File: src/hw/irq_pkg.sv
`default_nettype none

package irq_pkg;

    localparam int NUM_IRQ = 4;

    typedef logic [11:0]        pc_t;       // fetch byte address
    typedef logic [1:0]         cause_t;    // index of the granted source
    typedef logic [NUM_IRQ-1:0] irq_vec_t;
    typedef logic [31:0]        instr_t;

    // vector table starts here with one 16 byte slot per source
    localparam pc_t ISR_BASE         = 12'h100;
    localparam int  ISR_STRIDE_SHIFT = 4;

    // fetch-enabled cycles the pipeline needs to empty before a redirect
    localparam int DRAIN_CYCLES = 3;
    localparam int DRAIN_CNT_W  = $clog2(DRAIN_CYCLES + 1);

    // whole uret word, the opcode alone would also match ecall and csr ops
    localparam instr_t URET_INSTR = 32'h00200073;

    typedef enum logic [1:0] {
        IDLE,       // waiting for a request
        DRAIN,      // emptying the pipeline before the vector jump
        RUN,        // service routine is executing
        RET_DRAIN   // emptying the pipeline before the return jump
    } ctrl_state_t;

endpackage

`default_nettype wire

File: src/hw/irq_ctrl_if.sv
`timescale 1ns/10ps
`default_nettype none

interface irq_ctrl_if;
    import irq_pkg::*;

    logic   enter;  // one-cycle pulse, jump to the vector of cause
    logic   ret;    // one-cycle pulse, jump back to the saved pc
    logic   stall;  // hold the fetch pc while the pipeline drains
    cause_t cause;

    modport ctrl (
        output enter,
        output ret,
        output stall,
        output cause
    );

    modport seq (
        input enter,
        input ret,
        input stall,
        input cause
    );

endinterface

`default_nettype wire

File: src/hw/irq_pending.sv
`timescale 1ns/10ps
`default_nettype none

module irq_pending (
    input  logic              clk,
    input  logic              nrst,
    input  irq_pkg::irq_vec_t irq_n,
    input  irq_pkg::irq_vec_t irq_mask,
    input  logic              ack,
    output logic              req,
    output irq_pkg::cause_t   req_cause
);
    import irq_pkg::*;

    irq_vec_t sync_a;
    irq_vec_t sync_b;
    irq_vec_t sync_d;   // last synchronized level, the edge register
    irq_vec_t fall;
    irq_vec_t clr;
    irq_vec_t pending;

    // lines are active low so a request is a high to low transition
    assign fall = sync_d & ~sync_b;

    // ack retires whichever source is currently granted
    assign clr = ack ? (irq_vec_t'(1) << req_cause) : '0;

    always_ff @(posedge clk) begin
        if (!nrst) begin
            sync_a  <= '1;  // idle level of the lines
            sync_b  <= '1;
            sync_d  <= '1;
            pending <= '0;
        end else begin
            sync_a  <= irq_n;
            sync_b  <= sync_a;
            sync_d  <= sync_b;
            // a fresh edge on a just acknowledged line is kept
            pending <= (pending & ~clr) | (fall & irq_mask);
        end
    end

    // fixed priority, the scan ends on the lowest set index
    always_comb begin
        req_cause = '0;
        for (int i = NUM_IRQ - 1; i >= 0; i--) begin
            if (pending[i]) begin
                req_cause = cause_t'(i);
            end
        end
    end

    assign req = |pending;

    // the controller may only accept what is actually pending
    a_ack_needs_req : assert property (@(posedge clk) disable iff (!nrst) ack |-> req)
        else $error("ack raised with no pending request");

endmodule

`default_nettype wire

File: src/hw/pc_sequencer.sv
`timescale 1ns/10ps
`default_nettype none

module pc_sequencer (
    input  logic         clk,
    input  logic         nrst,
    irq_ctrl_if.seq      ctrl,
    input  irq_pkg::pc_t save_pc,
    input  logic         fetch_en,
    input  logic         branch_taken,
    input  irq_pkg::pc_t branch_target,
    output irq_pkg::pc_t pc
);
    import irq_pkg::*;

    pc_t vector;
    pc_t pc_inc;

    assign vector = ISR_BASE + (pc_t'(ctrl.cause) << ISR_STRIDE_SHIFT);
    assign pc_inc = pc + pc_t'(4);

    // earlier branches of the chain win, every load lands on the next edge
    always_ff @(posedge clk) begin
        if (!nrst) begin
            pc <= '0;
        end else if (ctrl.enter) begin
            pc <= vector;
        end else if (ctrl.ret) begin
            pc <= save_pc;
        end else if (ctrl.stall) begin
            pc <= pc;                   // pipeline is draining
        end else if (branch_taken) begin
            pc <= branch_target;
        end else if (fetch_en) begin
            pc <= pc_inc;
        end
    end

    // entry and return are separate phases of the controller
    a_enter_ret_excl : assert property (@(posedge clk) disable iff (!nrst)
        !(ctrl.enter && ctrl.ret))
        else $error("enter and ret raised in the same cycle");

endmodule

`default_nettype wire

File: src/hw/interrupt_controller.sv
`timescale 1ns/10ps
`default_nettype none

module interrupt_controller (
    input  logic            clk,
    input  logic            nrst,
    input  logic            req,
    input  irq_pkg::cause_t req_cause,
    output logic            ack,
    input  irq_pkg::pc_t    pc,
    input  irq_pkg::instr_t instr,
    input  logic            fetch_en,
    input  logic            branch_taken,
    input  irq_pkg::pc_t    branch_target,
    irq_ctrl_if.ctrl        ctrl,
    output irq_pkg::pc_t    save_pc,
    output logic            isr_active
);
    import irq_pkg::*;

    typedef logic [DRAIN_CNT_W-1:0] drain_cnt_t;

    ctrl_state_t state;
    drain_cnt_t  drain_cnt;     // fetch-enabled cycles seen in this drain
    cause_t      cause_q;
    logic        stall_q;
    logic        draining;
    logic        drain_last;
    logic        uret_seen;

    assign draining = (state == DRAIN) || (state == RET_DRAIN);

    // the final enabled drain cycle also carries the redirect pulse
    assign drain_last = draining && fetch_en &&
                        (drain_cnt == drain_cnt_t'(DRAIN_CYCLES - 1));

    assign uret_seen = (state == RUN) && fetch_en && (instr == URET_INSTR);

    // requests are only taken when idle, so nothing nests
    assign ack = (state == IDLE) && req;

    assign ctrl.enter = drain_last && (state == DRAIN);
    assign ctrl.ret   = drain_last && (state == RET_DRAIN);
    assign ctrl.stall = stall_q;
    assign ctrl.cause = cause_q;

    assign isr_active = (state == RUN) || (state == RET_DRAIN);

    always_ff @(posedge clk) begin
        if (!nrst) begin
            state     <= IDLE;
            drain_cnt <= '0;
            stall_q   <= 1'b0;
            cause_q   <= '0;
        end else begin
            case (state)
                IDLE: begin
                    if (req) begin
                        state   <= DRAIN;
                        stall_q <= 1'b1;
                        cause_q <= req_cause;
                    end
                end
                DRAIN, RET_DRAIN: begin
                    // a cycle without fetch_en does not move the pipeline
                    if (drain_last) begin
                        drain_cnt <= '0;
                        stall_q   <= 1'b0;
                        if (state == DRAIN) begin
                            state <= RUN;
                        end else begin
                            state <= IDLE;
                        end
                    end else if (fetch_en) begin
                        drain_cnt <= drain_cnt + 1'b1;
                    end
                end
                RUN: begin
                    if (uret_seen) begin
                        state   <= RET_DRAIN;
                        stall_q <= 1'b1;
                    end
                end
                default: state <= IDLE;
            endcase
        end
    end

    // a branch resolving behind the interrupt point moves the return address
    always_ff @(posedge clk) begin
        if (!nrst) begin
            save_pc <= '0;
        end else if (ack) begin
            save_pc <= pc;
        end else if ((state == DRAIN) && branch_taken) begin
            save_pc <= branch_target;
        end
    end

    a_stall_in_drain : assert property (@(posedge clk) disable iff (!nrst)
        ctrl.stall == draining)
        else $error("stall level out of step with the drain states");

    a_ret_to_idle : assert property (@(posedge clk) disable iff (!nrst)
        ctrl.ret |=> (state == IDLE))
        else $error("controller not idle after ret");

endmodule

`default_nettype wire

File: src/hw/irq_top.sv
`timescale 1ns/10ps
`default_nettype none

module irq_top (
    input  logic              clk,
    input  logic              nrst,
    input  irq_pkg::irq_vec_t irq_n,
    input  irq_pkg::irq_vec_t irq_mask,
    input  irq_pkg::instr_t   instr,
    input  logic              fetch_en,
    input  logic              branch_taken,
    input  irq_pkg::pc_t      branch_target,
    output irq_pkg::pc_t      pc,
    output irq_pkg::pc_t      save_pc,
    output logic              isr_stall,
    output logic              isr_active,
    output irq_pkg::cause_t   isr_cause
);
    import irq_pkg::*;

    logic   req;
    cause_t req_cause;
    logic   ack;

    irq_ctrl_if ctrl_bus ();    // redirect control from controller to sequencer

    irq_pending i_pending (
        .clk       (clk),
        .nrst      (nrst),
        .irq_n     (irq_n),
        .irq_mask  (irq_mask),
        .ack       (ack),
        .req       (req),
        .req_cause (req_cause)
    );

    pc_sequencer i_pc_seq (
        .clk           (clk),
        .nrst          (nrst),
        .ctrl          (ctrl_bus.seq),
        .save_pc       (save_pc),
        .fetch_en      (fetch_en),
        .branch_taken  (branch_taken),
        .branch_target (branch_target),
        .pc            (pc)
    );

    interrupt_controller i_ctrl (
        .clk           (clk),
        .nrst          (nrst),
        .req           (req),
        .req_cause     (req_cause),
        .ack           (ack),
        .pc            (pc),
        .instr         (instr),
        .fetch_en      (fetch_en),
        .branch_taken  (branch_taken),
        .branch_target (branch_target),
        .ctrl          (ctrl_bus.ctrl),
        .save_pc       (save_pc),
        .isr_active    (isr_active)
    );

    assign isr_stall = ctrl_bus.stall;
    assign isr_cause = ctrl_bus.cause;

endmodule

`default_nettype wire

File: config.mk
export PLATFORM = sky130hd
export DESIGN_NAME = irq_top
export DESIGN_NICKNAME = d
export VERILOG_FILES = /design/src/hw/irq_pkg.sv /design/src/hw/irq_ctrl_if.sv /design/src/hw/irq_pending.sv /design/src/hw/pc_sequencer.sv /design/src/hw/interrupt_controller.sv /design/src/hw/irq_top.sv
export SDC_FILE = /design/constraint.sdc
export NUM_CORES = 1
export LEC_CHECK = 0
export ABC_AREA = 0
export BUFFER_PORTS_ARGS = -buffer_cell sky130_fd_sc_hd__buf_2
export CORE_ASPECT_RATIO = 0.5
export CORE_MARGIN = 2
export CORE_UTILIZATION = 45
export DETAILED_ROUTE_END_ITERATION = 8
export PLACE_DENSITY = 0.73
export SLEW_MARGIN = 10
export SYNTH_ARGS = -nofsm -noshare
export SYNTH_HDL_FRONTEND = slang
export SYNTH_SLANG_ARGS = --single-unit
export TNS_END_PERCENT = 50
File: constraint.sdc
create_clock -name clk -period 6.4 [get_ports clk]
set_clock_uncertainty 0.15 [all_clocks]
set_input_delay 0.64 -clock clk [delete_from_list [all_inputs] [get_ports clk]]
set_output_delay 0.64 -clock clk [all_outputs]
set_load 0.01 [all_outputs]
==> results.cfg <==
[sta]
setup_viol_count_final = 0
period_minus_slack_ps = 2672
timing.setup.tns_ps = 0
slew_headroom_pct = 43.23
worstMarginPinSlew_ps = 851.5
hold_viol = 0
slew_violations = 0
rsz0062_at_grt = false
period_share_pct = 41.75
max_freq_mhz = 374.2

[grt]
grt_start_max_net_pins = 52
grt_first_pass_wirelength_mm = 10.50
gr-total-overflow = 0
grt_use_total_pct = 21.36
grt_pass1_vias = 2238
antenna_found_initial = 0

[yosys]
synth_fp_nets = 361
netlist_instances = 300
ys_seq_area_share_pct = 38.68
synth_top_area_share_pct = 38.68
synth_warnings = 0
synth_area_leaders = dfxtp_1 (39%), nand2_1 (6.8%), nand3_1 (6.8%)
synth_cell_type_count = 51
synth_edf_count = 0
synth-main-ff-cell = dfxtp_1
synth.avg_cell_area_um2 = 8.108
syn_area_um2 = 2432
synth_seq_cells = 47
async_reset_ff_share_pct = 0
synth_top_cell_by_area = dfxtp_1

[finish]
drive_gt1_share_pct = 26.01
fillers = 505
area_growth_syn_to_layout_pct = 22.48
fin_util_pct = 58.79
layout.nets = 433
multi_input_area_um2 = 1398
regArea_um2 = 940.9
diodes = 0

[die]
dieWidth_um = 108.0
io_pins = 84
initial_core_util_pct = 48.00
dieArea_um2 = 6045
placementRows = 18
coreArea_um2 = 5067
die_y_um = 55.99

[detailed_routing]
ant_nets = 0
met2_length_mm = 2.855
vias = 2423
wl_mm = 6.204
wl_met3_um = 382
wire_per_inst_um = 14.00
drtPass1Iterations = 4
drc = 0
drt-met1-wl_mm = 2.915
top_layer = met4
drt-vias-per-instance = 5.470
first_iter_violations = 126

[power]
peakVddDrop_uv = 131.7
p_per_area_nw_per_um2 = 303.9
p_leak_nw = 1.421

[placed_design]
globalplace.congestion = 0.8323
io_buffers = 83
dpl.hpwl_mm = 4.369

[setup_path]
arrival_ps = 2750
cp-end-kind = register
cp-start-kind = register
critPathMaxFanout = 18
critPathKind = register to register
crit_required_ps = 6480

[clocking]
tritoncts = built
cts_buffers = 5
clk_latency_ps = 300
clk_pin_slew_ps = 100
cts_setup_buffers = 0
root_buffer = clkbuf_8
postCtsHoldBufs = 0
clk_path_buf_depth = 2
clock_sinks = 47
ctsHtreeMaxLevel = 2
cts-resized-gates = 0

[run_status]
status = completed

[hold_path]
min_path_type = register to register

[flow_run]
drv_cap = 0
[per-layer routing]
layer / vias up / GRT usage [%]
met2: 77 / 34.50
met4: 0 / 5.678
met1: 1113 / 29.09
li1: 1226 / -
met5: - / 0
met3: 7 / 4.567
[power breakdown]
group | internal (mW) | leakage (nW) | switching, mW
registers | 0.338 | 0.386 | 0.0482
logic | 0.128 | 0.981 | 0.166
clock network | 0.118 | 0.0548 | 0.107
total | 0.584 | 1.42 | 0.322
[flip-flops by register name, indices dropped and copies added, names as in the netlist, 2 cells and up]
| register | cells |
|---|---|
| i_pending.pending | 4 |
| i_ctrl.state | 2 |
| i_ctrl.drain_cnt | 2 |
| i_ctrl.save_pc | 12 |
| i_pending.sync_d | 4 |
| i_pending.sync_a | 4 |
| i_pending.sync_b | 4 |
| i_ctrl.ctrl.cause | 2 |
| i_pc_seq.pc | 12 |
[layout by cell type, fill, tap and decap left out, types with 2 or more instances in the layout]
cell type / synthesis / routed
xor2_1: 2 / 2
ha_1: 5 / 5
nand2_1: 44 / 44
o211ai_1: 5 / 5
or4_1: 2 / 2
and2_1: 6 / 6
xnor2_1: 2 / 2
nand4_1: 2 / 2
a21oi_1: 8 / 8
mux2i_1: 4 / 4
o211a_1: 12 / 12
a31oi_1: 4 / 4
o21ai_0: 20 / 20
nor4_1: 4 / 4
nor4b_1: 3 / 3
dfxtp_1: 47 / 47
and3_1: 5 / 5
nand3_1: 33 / 33
nand2b_1: 14 / 14
nor2b_1: 4 / 4
nor2_1: 12 / 12
a21boi_1: 2 / 2
o21ai_1: 3 / 3
o2111ai_1: 2 / 2
or2_2: 2 / 2
a21boi_0: 6 / 6
nor3_1: 4 / 4
clkbuf_8: 0 / 5
inv_1: 4 / 4
and4b_1: 2 / 2
buf_2: 3 / 83
[cell families (layout without fill, tap and decap cells)]
kind of cell	Yosys count	after routing	share of synthesized area [%]
and+or+nand+nor	144	144	30.61
AOI/OAI and AO/OA	73	73	21.19
adders and majority gates	5	5	2.572
buffers and inverters	23	96	3.858
DFF	47	47	38.68
muxes	4	4	1.646
xor gates and xnor gates	4	4	1.441
[per-stage QoR]
stage                     power, mW  area (um^2)  hold WS, ps  setup slack, ps  std cells
after floorplan              0.5825         2432        236.3             4370        300
after detailed placement     0.6836         2864        247.2             3759        435
after global routing         0.9659         2979        297.9             3569        443
final                        0.9052         2979        269.2             3728        443
after global placement       0.6710         2864        237.7             3885        435
after CTS                    0.9090         2979        272.6             3730        443
[synth_stat cells, drive strengths merged, types with 2 or more instances]
cell	n
nor4b	3
o2111ai	2
or2	3
nor2	12
ha	5
nor3	4
xor2	2
and3	5
buf	5
nand4	2
a21boi	9
dfxtp	47
nand3	33
o21ai	23
a21oi	8
mux2i	4
or4	2
o211a	12
and4b	2
clkbuf	14
o211ai	5
nor4	4
inv	4
nand2	44
nor2b	4
nand2b	14
a31oi	4
and2	6
xnor2	2
[worst max-delay path, cell delays in order (launching register included)]
cell and delay, ps:
dfxtp_1 350, inv_1 80, ha_1 570, or2_2 280
a21boi_2 90, or2_1 390, or4_1 560, a21boi_1 140
[path summary, 6_finish.rpt]
path / from / to / slack (ps) / cells after the start
worst max-delay path: i_ctrl.state[1]$_SDFFE_PN0P_ / i_pc_seq.pc[1]$_SDFFE_PN0P_ / 3730 / 7
worst min-delay path: i_pending.sync_a[2]$_SDFF_PN1_ / i_pending.sync_b[2]$_SDFF_PN1_ / 270 / 1
worst min register to register: i_pending.sync_a[2]$_SDFF_PN1_ / i_pending.sync_b[2]$_SDFF_PN1_ / 270 / 1
worst max register to register: i_ctrl.state[1]$_SDFFE_PN0P_ / i_pc_seq.pc[1]$_SDFFE_PN0P_ / 3730 / 7
[layout make-up]
type                       count  area share, %
multi-input combinational    230          46.91
sequential                    47          31.58
timing repair buffer          84          14.20
tap                           70          2.940
clock buffer                   5          2.310
clock inverter                 3          1.554
inverter                       4         0.5040
Power figures use the tool's default switching activity.
